==> config.mk <==
export PLATFORM = sky130hd
export DESIGN_NAME = pool_top
export DESIGN_NICKNAME = d
export VERILOG_FILES = /design/src/pool_pkg.sv /design/src/pool_top.sv /design/src/pool_wb_cfg.sv /design/src/pool_lane_ctrl.sv /design/src/pool_max_core.sv /design/src/pool_fifo.sv
export VERILOG_INCLUDE_DIRS = /design/src
export SDC_FILE = /design/constraint.sdc
export NUM_CORES = 1
export LEC_CHECK = 0
export ABC_CLOCK_PERIOD_IN_PS = 4710
export BUFFER_PORTS_ARGS = -buffer_cell sky130_fd_sc_hd__buf_2
export CORE_ASPECT_RATIO = 2
export CORE_MARGIN = 3
export CORE_UTILIZATION = 30
export CTS_CLUSTER_DIAMETER = 60
export DETAILED_ROUTE_END_ITERATION = 16
export MAX_ROUTING_LAYER = met4
export SLEW_MARGIN = 20
export SYNTH_ARGS = -nofsm -noshare
export SYNTH_HDL_FRONTEND = slang
export SYNTH_SLANG_ARGS = --single-unit
==> constraint.sdc <==
create_clock -name clk -period 4.71 [get_ports clk]
set_input_delay 0.942 -clock clk [delete_from_list [all_inputs] [get_ports clk]]
set_output_delay 0.942 -clock clk [all_outputs]
set_load 0.02 [all_outputs]
==> src/pool_defs.svh <==
// Shared sizing macros for the pooling lane controller
// Index width, activation width, lane count, window size width, FIFO depth

`ifndef POOL_DEFS_SVH
`define POOL_DEFS_SVH

// ====================
// Index path
// ====================
// Feature-map index and read address width
`define POOL_IDX_WIDTH 10
// Index FIFO address bits, 16 entries
`define POOL_FIFO_AW 4

// ====================
// Data path
// ====================
// One unsigned activation
`define POOL_ACT_WIDTH 8
// Parallel lanes per vector
`define POOL_LANES 4
// Window size K, 1 to 31
`define POOL_K_WIDTH 5

`endif
==> src/pool_pkg.sv <==
// Shared types for the pooling lane controller
// Index word, activation vector and Wishbone register map

`include "pool_defs.svh"

package pool_pkg;

    // Index word, also used as memory read address
    typedef logic [`POOL_IDX_WIDTH-1:0] idx_t;

    // Single unsigned activation
    typedef logic [`POOL_ACT_WIDTH-1:0] act_t;

    // Packed vector, lane 0 in the low bits
    typedef act_t [`POOL_LANES-1:0] act_vec_t;

    // ====================
    // Register map
    // ====================
    // Word addressed, one address bit
    typedef enum logic [0:0] {
        REG_K    = 1'b0,   // Window size, read/write
        REG_DONE = 1'b1    // Finished windows mod 2^16, read only
    } reg_addr_e;

endpackage

==> src/pool_top.sv <==
// Pooling lane controller top level
// Wishbone configuration slave plus lane controller

`include "pool_defs.svh"

module pool_top (
    input  logic                clk,
    input  logic                rst_n,
    // Wishbone classic
    input  logic                wb_cyc,
    input  logic                wb_stb,
    input  logic                wb_we,
    input  logic                wb_adr,
    input  logic [15:0]         wb_dat_i,
    output logic [15:0]         wb_dat_o,
    output logic                wb_ack,
    // Index stream
    input  logic                idx_valid,
    input  pool_pkg::idx_t      idx,
    output logic                idx_ready,
    // Memory read address
    output logic                addr_valid,
    output pool_pkg::idx_t      addr,
    input  logic                addr_ready,
    // Activations in
    input  logic                ofm_in_valid,
    input  pool_pkg::act_vec_t  ofm_in,
    output logic                ofm_in_ready,
    // Pooled vectors out
    output logic                ofm_out_valid,
    output pool_pkg::act_vec_t  ofm_out,
    input  logic                ofm_out_ready
);

    // ====================
    // Internal wires
    // ====================
    logic [`POOL_K_WIDTH-1:0] cfg_k;
    logic                     window_done;

    // Register block
    pool_wb_cfg u_wb_cfg (
        .clk         (clk),
        .rst_n       (rst_n),
        .wb_cyc      (wb_cyc),
        .wb_stb      (wb_stb),
        .wb_we       (wb_we),
        .wb_adr      (wb_adr),
        .wb_dat_i    (wb_dat_i),
        .wb_dat_o    (wb_dat_o),
        .wb_ack      (wb_ack),
        .window_done (window_done),
        .cfg_k       (cfg_k)
    );

    // Index and data paths
    pool_lane_ctrl u_lane_ctrl (
        .clk           (clk),
        .rst_n         (rst_n),
        .cfg_k         (cfg_k),
        .idx_valid     (idx_valid),
        .idx           (idx),
        .idx_ready     (idx_ready),
        .addr_valid    (addr_valid),
        .addr          (addr),
        .addr_ready    (addr_ready),
        .ofm_in_valid  (ofm_in_valid),
        .ofm_in        (ofm_in),
        .ofm_in_ready  (ofm_in_ready),
        .ofm_out_valid (ofm_out_valid),
        .ofm_out       (ofm_out),
        .ofm_out_ready (ofm_out_ready),
        .window_done   (window_done)
    );

endmodule

==> src/pool_wb_cfg.sv <==
// Wishbone classic configuration slave
// Window size register K and 16-bit count of finished windows

`include "pool_defs.svh"

module pool_wb_cfg (
    input  logic                     clk,
    input  logic                     rst_n,
    // Wishbone classic
    input  logic                     wb_cyc,
    input  logic                     wb_stb,
    input  logic                     wb_we,
    input  logic                     wb_adr,
    input  logic [15:0]              wb_dat_i,
    output logic [15:0]              wb_dat_o,
    output logic                     wb_ack,
    // Lane controller side
    input  logic                     window_done,
    output logic [`POOL_K_WIDTH-1:0] cfg_k
);

    localparam int KW = `POOL_K_WIDTH;
    localparam int DW = 16;

    // ====================
    // Bus decode
    // ====================
    pool_pkg::reg_addr_e reg_sel;
    logic                req;
    logic [KW-1:0]       wr_k;
    logic [DW-1:0]       done_cnt;

    assign reg_sel = pool_pkg::reg_addr_e'(wb_adr);
    // New access only while ack is low, so ack never repeats back to back
    assign req     = wb_cyc && wb_stb && !wb_ack;
    // K of zero makes no window, stored as one
    assign wr_k    = (wb_dat_i[KW-1:0] == '0) ? KW'(1) : wb_dat_i[KW-1:0];

    always_ff @(posedge clk) begin
        if (!rst_n) begin
            wb_ack   <= 1'b0;
            cfg_k    <= KW'(1);
            done_cnt <= '0;
        end else begin
            wb_ack <= req;
            // Writes to DONE fall through
            if (req && wb_we && (reg_sel == pool_pkg::REG_K)) begin
                cfg_k <= wr_k;
            end
            // Wraps at 2^16
            if (window_done) begin
                done_cnt <= done_cnt + 1'b1;
            end
        end
    end

    // Read data lands with ack
    always_ff @(posedge clk) begin
        if (req && !wb_we) begin
            case (reg_sel)
                pool_pkg::REG_K:    wb_dat_o <= {{(DW-KW){1'b0}}, cfg_k};
                pool_pkg::REG_DONE: wb_dat_o <= done_cnt;
                default:            wb_dat_o <= '0;
            endcase
        end
    end

endmodule

==> src/pool_lane_ctrl.sv <==
// Pooling lane controller
// Index FIFO toward memory, window beat counter, lane-wise max core
// Pulses window_done on every pooled vector handed out

`include "pool_defs.svh"

module pool_lane_ctrl (
    input  logic                       clk,
    input  logic                       rst_n,
    input  logic [`POOL_K_WIDTH-1:0]   cfg_k,
    // Index stream in
    input  logic                       idx_valid,
    input  pool_pkg::idx_t             idx,
    output logic                       idx_ready,
    // Read address out
    output logic                       addr_valid,
    output pool_pkg::idx_t             addr,
    input  logic                       addr_ready,
    // Activations from memory
    input  logic                       ofm_in_valid,
    input  pool_pkg::act_vec_t         ofm_in,
    output logic                       ofm_in_ready,
    // Pooled vectors
    output logic                       ofm_out_valid,
    output pool_pkg::act_vec_t         ofm_out,
    input  logic                       ofm_out_ready,
    output logic                       window_done
);

    localparam int KW = `POOL_K_WIDTH;

    // ====================
    // Index path
    // ====================
    logic fifo_empty;
    logic fifo_full;

    pool_fifo #(
        .T        (pool_pkg::idx_t)
    ) u_idx_fifo (
        .clk      (clk),
        .rst_n    (rst_n),
        .push     (idx_valid && idx_ready),
        .pop      (addr_valid && addr_ready),
        .data_in  (idx),
        .data_out (addr),
        .empty    (fifo_empty),
        .full     (fifo_full)
    );

    // Ready from FIFO state only
    assign idx_ready  = !fifo_full;
    assign addr_valid = !fifo_empty;

    // ====================
    // Window counter
    // ====================
    logic [KW-1:0] beat_cnt;
    logic [KW-1:0] k_cap;
    logic [KW-1:0] k_eff;
    logic [KW-1:0] last_cnt;
    logic          beat_acc;
    logic          in_last;

    assign beat_acc = ofm_in_valid && ofm_in_ready;

    // At window start the live K applies, later the captured one
    assign k_eff    = (beat_cnt == '0) ? cfg_k : k_cap;
    assign last_cnt = k_eff - 1'b1;
    // Wrap of the counter marks the K-th beat
    assign in_last  = (beat_cnt == last_cnt);

    always_ff @(posedge clk) begin
        if (!rst_n) begin
            beat_cnt <= '0;
            k_cap    <= KW'(1);
        end else if (beat_acc) begin
            if (beat_cnt == '0) begin
                k_cap <= cfg_k;
            end
            if (in_last) begin
                beat_cnt <= '0;
            end else begin
                beat_cnt <= beat_cnt + 1'b1;
            end
        end
    end

    // ====================
    // Max core
    // ====================
    pool_max_core u_max_core (
        .clk       (clk),
        .rst_n     (rst_n),
        .in_valid  (ofm_in_valid),
        .in_last   (in_last),
        .in_data   (ofm_in),
        .in_ready  (ofm_in_ready),
        .out_valid (ofm_out_valid),
        .out_data  (ofm_out),
        .out_ready (ofm_out_ready)
    );

    // One pulse per output transfer
    assign window_done = ofm_out_valid && ofm_out_ready;

endmodule

==> src/pool_max_core.sv <==
// Lane-wise running maximum over one pooling window
// Unsigned compare per lane, one-entry output register with valid/ready

`include "pool_defs.svh"

module pool_max_core (
    input  logic                clk,
    input  logic                rst_n,
    // Activation beats
    input  logic                in_valid,
    input  logic                in_last,
    input  pool_pkg::act_vec_t  in_data,
    output logic                in_ready,
    // Pooled vector
    output logic                out_valid,
    output pool_pkg::act_vec_t  out_data,
    input  logic                out_ready
);

    // ====================
    // Window state
    // ====================
    // High until the first beat of a window is taken
    logic               first;
    pool_pkg::act_vec_t run_max;
    pool_pkg::act_vec_t next_max;
    logic               in_acc;

    // Stall only when result is stuck in the output register
    assign in_ready = !out_valid || out_ready;
    assign in_acc   = in_valid && in_ready;

    // First beat loads as is, later beats compare per lane
    always_comb begin
        for (int i = 0; i < `POOL_LANES; i++) begin
            if (first || (in_data[i] > run_max[i])) begin
                next_max[i] = in_data[i];
            end else begin
                next_max[i] = run_max[i];
            end
        end
    end

    // ====================
    // Control
    // ====================
    always_ff @(posedge clk) begin
        if (!rst_n) begin
            first     <= 1'b1;
            out_valid <= 1'b0;
        end else begin
            // Last beat restarts the window
            if (in_acc) begin
                first <= in_last;
            end
            // Load wins over drain in the same cycle
            if (in_acc && in_last) begin
                out_valid <= 1'b1;
            end else if (out_ready) begin
                out_valid <= 1'b0;
            end
        end
    end

    // Running value and result payload
    always_ff @(posedge clk) begin
        if (in_acc && !in_last) begin
            run_max <= next_max;
        end
        if (in_acc && in_last) begin
            out_data <= next_max;
        end
    end

endmodule

==> src/pool_fifo.sv <==
// First-word-fall-through FIFO with a type parameter for the payload
// Circular buffer, one-bit-extended pointers, combinational head word

`include "pool_defs.svh"

module pool_fifo #(
    parameter type T = pool_pkg::idx_t
) (
    input  logic clk,
    input  logic rst_n,
    input  logic push,
    input  logic pop,
    input  T     data_in,
    output T     data_out,
    output logic empty,
    output logic full
);

    localparam int AW    = `POOL_FIFO_AW;
    localparam int DEPTH = 1 << AW;

    // ====================
    // Storage and pointers
    // ====================
    T mem [0:DEPTH-1];

    // Extra MSB tells full from empty
    logic [AW:0] wr_ptr;
    logic [AW:0] rd_ptr;

    logic push_ok;
    logic pop_ok;

    // Requests outside legal state are dropped
    assign push_ok = push && !full;
    assign pop_ok  = pop && !empty;

    // Same slot, same lap
    assign empty = (wr_ptr == rd_ptr);
    // Same slot, write one lap ahead
    assign full  = (wr_ptr[AW] != rd_ptr[AW]) && (wr_ptr[AW-1:0] == rd_ptr[AW-1:0]);

    // Head word shows up with empty low
    assign data_out = mem[rd_ptr[AW-1:0]];

    always_ff @(posedge clk) begin
        if (!rst_n) begin
            wr_ptr <= '0;
            rd_ptr <= '0;
        end else begin
            if (push_ok) begin
                wr_ptr <= wr_ptr + 1'b1;
            end
            if (pop_ok) begin
                rd_ptr <= rd_ptr + 1'b1;
            end
        end
    end

    // Payload write
    always_ff @(posedge clk) begin
        if (push_ok) begin
            mem[wr_ptr[AW-1:0]] <= data_in;
        end
    end

endmodule

==> flow_metrics.env, run 1 <==
export IMPL_status="complete, no violations"
export IMPL_grt_pass1_vias=7611
export IMPL_synth_async_reset_ratio_pct=0
export IMPL_whs_endpoint="u_wb_cfg.done_cnt[8]"
export IMPL_grt_usage_pct=12.9
export IMPL_cts_sinks=288
export IMPL_max_slew_margin_rel_pct=30.7
export IMPL_synth_top_cell_by_area="edfxtp_1"
export IMPL_wl_per_cell_um=18.5
export IMPL_worst_pin_slew_ps=1040
export IMPL_reg2reg_from="u_lane_ctrl.beat_cnt[0]"
export IMPL_clock_path_buffers=3
export IMPL_gp_congestion=0.788
export IMPL_ys_ff_latch=288
export IMPL_ir_drop_v=0.000364
export IMPL_syn_num_nets=886
export IMPL_worstHoldStart="u_wb_cfg.done_cnt[8]"
export IMPL_port_buffers=119
export IMPL_finalSetupViolations=0
export IMPL_drt_pass1_iter_count=4
export IMPL_post_cts_resized=0
export IMPL_fillers=3739
export IMPL_cts_htree_levels=1
export IMPL_synthCells=777
export IMPL_synthFlopType="edfxtp_1"
export IMPL_drc_errors=0
export IMPL_worstSetupEndpointType="flip-flop"
export IMPL_cts_buffers=27
export IMPL_required_ps=4880
export IMPL_dieArea_um2=43200
export IMPL_path_class="reg -> reg"
export IMPL_r2r_cells=10
export IMPL_timing_rr_end="u_lane_ctrl.u_max_core.out_data[15]"
export IMPL_core_area_um2=39800
export IMPL_initial_core_util_pct=30.6
export IMPL_finalNonFillerCells=1463
export IMPL_synth_edff_count=240
export IMPL_path_delay_family="simple AND/OR/NAND/NOR gates"
export IMPL_hold_violations=0
export IMPL_floorplan_io_pins=131
export IMPL_clkTransAtPathRegs_ps=60
export IMPL_drive_above_1_share_pct=26.8
export IMPL_die_h_um=291
export IMPL_arrival_ps=3790
export IMPL_start_kind="flip-flop"
export IMPL_synth_area_leaders="edfxtp_1 (59%), mux4_2 (9.2%), dfxtp_1 (7.9%), ha_1 (4.2%), o32ai_1 (2.4%)"
export IMPL_grt_pass1_wl_mm=42.3
export IMPL_fmax_mhz=276
export IMPL_cpMaxStageDelayCell="and2_2"
export IMPL_path_max_fanout=32
export IMPL_holdPathStages=2
export IMPL_routed_wl_mm=27.1
export IMPL_yosys_cell_count_top_type="edfxtp_1"
export IMPL_grt_overflow=0
export IMPL_ant_nets=0
export IMPL_synth_cell_type_count=44
export IMPL_dpl_hpwl_mm=19.1
export IMPL_hp_class="reg -> reg"
export IMPL_tns_ps=0
export IMPL_synth_warnings=0
export IMPL_area_growth_pct=18.4
export IMPL_synth_common_cells="edfxtp_1 (240), mux4_2 (50), nor2_1 (49), dfxtp_1 (48), inv_1 (42)"
export IMPL_min_period_over_period_pct=76.8
export IMPL_slew_viol_final=0
export IMPL_total_leakage_power_uw=0.00511
export IMPL_root_buffer="clkbuf_16"
export IMPL_grt_max_degree=42
export IMPL_hold_buffers=0
export IMPL_rows=103
export IMPL_syn_area_per_cell_um2=15.7
export IMPL_power_density_nw_per_um2=446
export IMPL_vias=7014
export IMPL_drv_cap=0
export IMPL_cp_cell_sequence="inv_1 > ha_1 > nor4b_4 > mux2i_1 > ha_1 > xnor2_1 > xnor2_1 > o21a_1 > o2111a_2 > and2_2"
export IMPL_syn_area_um2=12200
export IMPL_netlist_area_leader_share_pct=59.1
export IMPL_die_x_um=149
export IMPL_finalClockSkew_ps=20.0
export IMPL_layout_nets=1025
export IMPL_antenna_found_initial=2
export IMPL_cts_setup_buffers=0
export IMPL_path_buf_inv=1
export IMPL_cts_tree="built"
export IMPL_placed_cells=1412
export IMPL_clk_latency_ps=550
export IMPL_fin_crit_ps=3620
export IMPL_drtIter0Drc=225
export IMPL_rsz0062_at_grt="false"
export IMPL_crit_path_max_incr_delay_ps=710
export IMPL_r2r_slack_ps=1090
export IMPL_seq_area_frac_synth_pct=67.0
export IMPL_viasPerCell=4.79
-- report_power, final --
group / switching [µW] / leakage, µW / total (µW) / internal (µW)
sequential: 68.7 / 0.00257 / 3060 / 2990
combinational: 673 / 0.00210 / 1100 / 432
clock: 951 / 0.000444 / 2280 / 1330
-- area by class of cell --
class	count	area [µm²]	share of cell area, %
Clock inverter	20	246	1.71
Timing Repair Buffer	138	751	5.20
Tap cell	525	657	4.55
Antenna cell	2	5.00	0.0347
Inverter	42	158	1.09
Sequential cell	288	8170	56.6
Clock buffer	29	683	4.73
Multi-Input combinational cell	419	3760	26.1
-- registers in the layout, indices dropped and copies added, names as in the netlist, named ones only --
register	flops
u_lane_ctrl.u_idx_fifo.mem	160
u_lane_ctrl.beat_cnt	5
u_wb_cfg.wb_dat_o	16
u_lane_ctrl.k_cap	5
u_wb_cfg.wb_ack	1
u_lane_ctrl.u_max_core.first	1
u_lane_ctrl.u_max_core.out_valid	1
u_lane_ctrl.u_max_core.out_data	32
u_lane_ctrl.u_idx_fifo.rd_ptr	5
u_wb_cfg.cfg_k	5
u_lane_ctrl.u_idx_fifo.wr_ptr	5
u_wb_cfg.done_cnt	16
u_lane_ctrl.u_max_core.run_max	32
-- worst max path at each step --
stage | from | cells after the start | endpoint | slack, ps
finish | u_lane_ctrl.beat_cnt[0] | 10 | u_lane_ctrl.u_max_core.out_data[15] | 1090
floorplan | u_lane_ctrl.beat_cnt[0] | 10 | u_lane_ctrl.u_max_core.run_max[0] | 890
CTS | u_lane_ctrl.beat_cnt[0] | 10 | u_lane_ctrl.u_max_core.out_data[3] | 1030
global placement | u_lane_ctrl.beat_cnt[0] | 10 | u_lane_ctrl.u_max_core.out_data[4] | 1110
global route | u_lane_ctrl.beat_cnt[0] | 10 | u_lane_ctrl.u_max_core.out_data[7] | 810
detailed placement | u_lane_ctrl.beat_cnt[0] | 10 | u_lane_ctrl.u_max_core.out_data[7] | 1040
-- cell families after synthesis --
kind of cell / Yosys count / share of synthesized area, %
AO/OA/AOI/OAI: 94 / 5.71
XOR/XNOR: 31 / 2.23
adder cells (fa/ha/maj): 41 / 4.21
buffers and inverters: 70 / 2.28
flip-flops: 288 / 67.0
multiplexers: 66 / 10.6
AND/OR/NAND/NOR: 187 / 7.96
-- layer usage --
layer	global-route usage (%)	wire length, µm	share of wire [%]
met4	5.10	984	3.6
met2	24.8	15600	58
met3	2.34	1270	4.7
met1	12.4	9260	34
met5	-	0	0
-- worst min-delay path, stage by stage, from the launching register on --
cell and delay, ps:
dfxtp_1 320, o21ai_0 70, a21oi_1 60
-- layout by cell type (no fill, tap or decap), types with 23 or more instances in the layout --
cell type / n
edfxtp_1: 240
buf_2: 119
mux4_2: 50
dfxtp_1: 47
nor2_1: 44
inv_1: 42
ha_1: 41
o32ai_1: 33
nand2_1: 32
nand2b_1: 31
clkbuf_16: 27
xor2_1: 23
-- per-stage QoR --
stage | hold slack (ps) | total power [µW] | area [µm²] | util [%] | worst slack, ps
final | 505 | 6440 | 14400 | 36.2 | 1090
after global routing | 532 | 6740 | 14400 | 36.2 | 811
after CTS | 507 | 6560 | 14400 | 36.2 | 1030
after detailed placement | 494 | 4240 | 13500 | 33.9 | 1040
after global placement | 475 | 4230 | 13500 | 33.9 | 1110
after floorplan | 462 | 3860 | 12200 | - | 893
(Power assumes the default switching activity.)
==> inputs of run 2 (changes only) <==
- ABC_CLOCK_PERIOD_IN_PS: 4710 -> 3600
- clock period: 4.71 -> 3.6 ns (I/O delays scaled with it)
==> run 2 against run 1 <==
- core utilization rose by 0.26 points
- register-to-register slack got worse by 510 ps
- first-iteration DRC count rose by 65%
- sequential power rose by 31%
- flip-flop and latch count did not move
- combinational power rose by 40%
- largest power group unchanged
- highest routed layer unchanged
==> flow_metrics.env, run 2 (same netlist as run 1, synthesis figures left out) <==
export IMPL_wl_per_cell_um=18.7
export IMPL_total_leakage_power_uw=0.00518
export IMPL_start_kind="flip-flop"
export IMPL_tns_ps=0
export IMPL_regArea_um2=8170
export IMPL_routed_wl_mm=27.7
export IMPL_path_class="reg -> out"
export IMPL_fin_crit_ps=3360
export IMPL_path_max_fanout=12
export IMPL_grt_pass1_vias=7776
export IMPL_floorplan_io_pins=131
export IMPL_holdPathStages=2
export IMPL_rsz0062_at_grt="false"
export IMPL_required_ps=2880
export IMPL_mostFrequentLayoutCells="edfxtp_1 (240), buf_2 (119), mux4_2 (50), nor2_1 (48), dfxtp_1 (46)"
export IMPL_worst_pin_slew_ps=952
export IMPL_ir_drop_v=0.000413
export IMPL_postLayoutCellArea_um2=14500
export IMPL_clk_latency_ps=540
export IMPL_vias=6989
export IMPL_gp_congestion=0.775
export IMPL_initial_core_util_pct=30.6
export IMPL_ant_nets=0
export IMPL_slew_viol_final=0
export IMPL_drtIter0Drc=372
export IMPL_grt_overflow=0
export IMPL_fmax_mhz=297
export IMPL_dpl_hpwl_mm=20.4
export IMPL_root_buffer="clkbuf_16"
export IMPL_cts_buffers=28
export IMPL_worstSetupEndpointType="primary output"
export IMPL_fillers=3807
export IMPL_cts_sinks=288
export IMPL_layout_nets=1042
export IMPL_die_h_um=291
export IMPL_hp_class="in -> reg"
export IMPL_clock_path_buffers=3
export IMPL_drt_pass1_iter_count=4
export IMPL_grt_pass1_wl_mm=43.6
export IMPL_antennaDiodeCount=0
export IMPL_layout_commonest_cell="edfxtp_1"
export IMPL_clkTransAtPathRegs_ps=60
export IMPL_r2r_cells=11
export IMPL_area_growth_pct=19.2
export IMPL_finalClockSkew_ps=10.9
export IMPL_drc_errors=0
export IMPL_arrival_ps=2640
export IMPL_largest_reg_flops=160
export IMPL_die_x_um=149
export IMPL_status="complete, no violations"
export IMPL_antenna_found_initial=1
export IMPL_grt_usage_pct=13.3
export IMPL_cts_setup_buffers=0
export IMPL_grt_max_degree=41
export IMPL_hold_violations=0
export IMPL_core_area_um2=39800
export IMPL_finalSetupViolations=0
export IMPL_viasPerCell=4.72
export IMPL_port_buffers=119
export IMPL_dieArea_um2=43200
export IMPL_hold_buffers=0
export IMPL_min_period_over_period_pct=93.4
export IMPL_multiInputGateArea_um2=3750
export IMPL_drv_cap=0
export IMPL_rows=103
export IMPL_place_area_um2=13700
export IMPL_drive_above_1_share_pct=27.1
export IMPL_power_density_nw_per_um2=574
export IMPL_post_cts_resized=0
export IMPL_cts_tree="built"
export IMPL_max_slew_margin_rel_pct=36.4
export IMPL_cts_htree_levels=1
[run 2: cell types whose count changed in the layout (fill, tap and decap cells not counted), sizes merged]
cell	previous run	this run
clkbuf	29	32
buf	138	154
clkinv	10	16
bufinv	5	1
clkinvlp	4	2
diode	2	0
[run 2: worst paths after layout]
path                                start                                   to  slack (ps)
setup / recovery                flip-flop                              addr[8]         240
hold / removal               ofm_in_valid     u_lane_ctrl.u_max_core.out_valid         430
setup reg to reg  u_lane_ctrl.beat_cnt[0]  u_lane_ctrl.u_max_core.out_data[30]         580
hold reg to reg     u_wb_cfg.done_cnt[10]                u_wb_cfg.done_cnt[10]         500
[run 2: layout make-up]
type                    instances  share of cell area, %
well taps                     525                   4.52
repair buffers                154                   6.34
multi-input cells             419                   25.8
inverters                      42                   1.08
clock inverters                20                  0.956
flip-flops and latches        288                   56.2
clock buffers                  32                   5.07
[run 2: per-stage QoR]
| stage | power, µW | util, % | hold slack, ps | worst slack [ps] | instances |
|---|---|---|---|---|---|
| 3_5_place_dp | 5670 | 34.3 | 497 | 584 | 1428 |
| 2_1_floorplan | 5050 | - | 462 | 317 | 777 |
| 4_1_cts | 8500 | 36.5 | 389 | 131 | 1480 |
| 3_3_place_gp | 5640 | 34.3 | 474 | 607 | 1428 |
| 6_report | 8350 | 36.5 | 426 | 237 | 1480 |
| 5_1_grt | 8750 | 36.5 | 417 | 93.2 | 1480 |
[run 2: power by group]
part	total [µW]	switching (µW)	leakage (µW)	internal, µW
Sequential	4020	111	0.00257	3910
Clock	2790	1240	0.000424	1550
Combinational	1540	897	0.00219	641
Total	8350	2250	0.00518	6090
[run 2: per-layer routing]
layer  share of wire, %  routed length, µm  vias to the layer above  GRT usage, %
met1                 32               8980                     3462          12.0
met4                3.3                910                        0          4.53
met5                  0                  0                        -             -
li1                   -                  -                     3310             -
met2                 60              16700                      160          27.2
met3                4.1               1140                       57          2.15
[run 2: worst max-delay path, stage by stage, from the launching register on]
cell	delay, ps
dfxtp_2	610
buf_4	250
mux4_2	520
mux4_2	530
buf_2	190
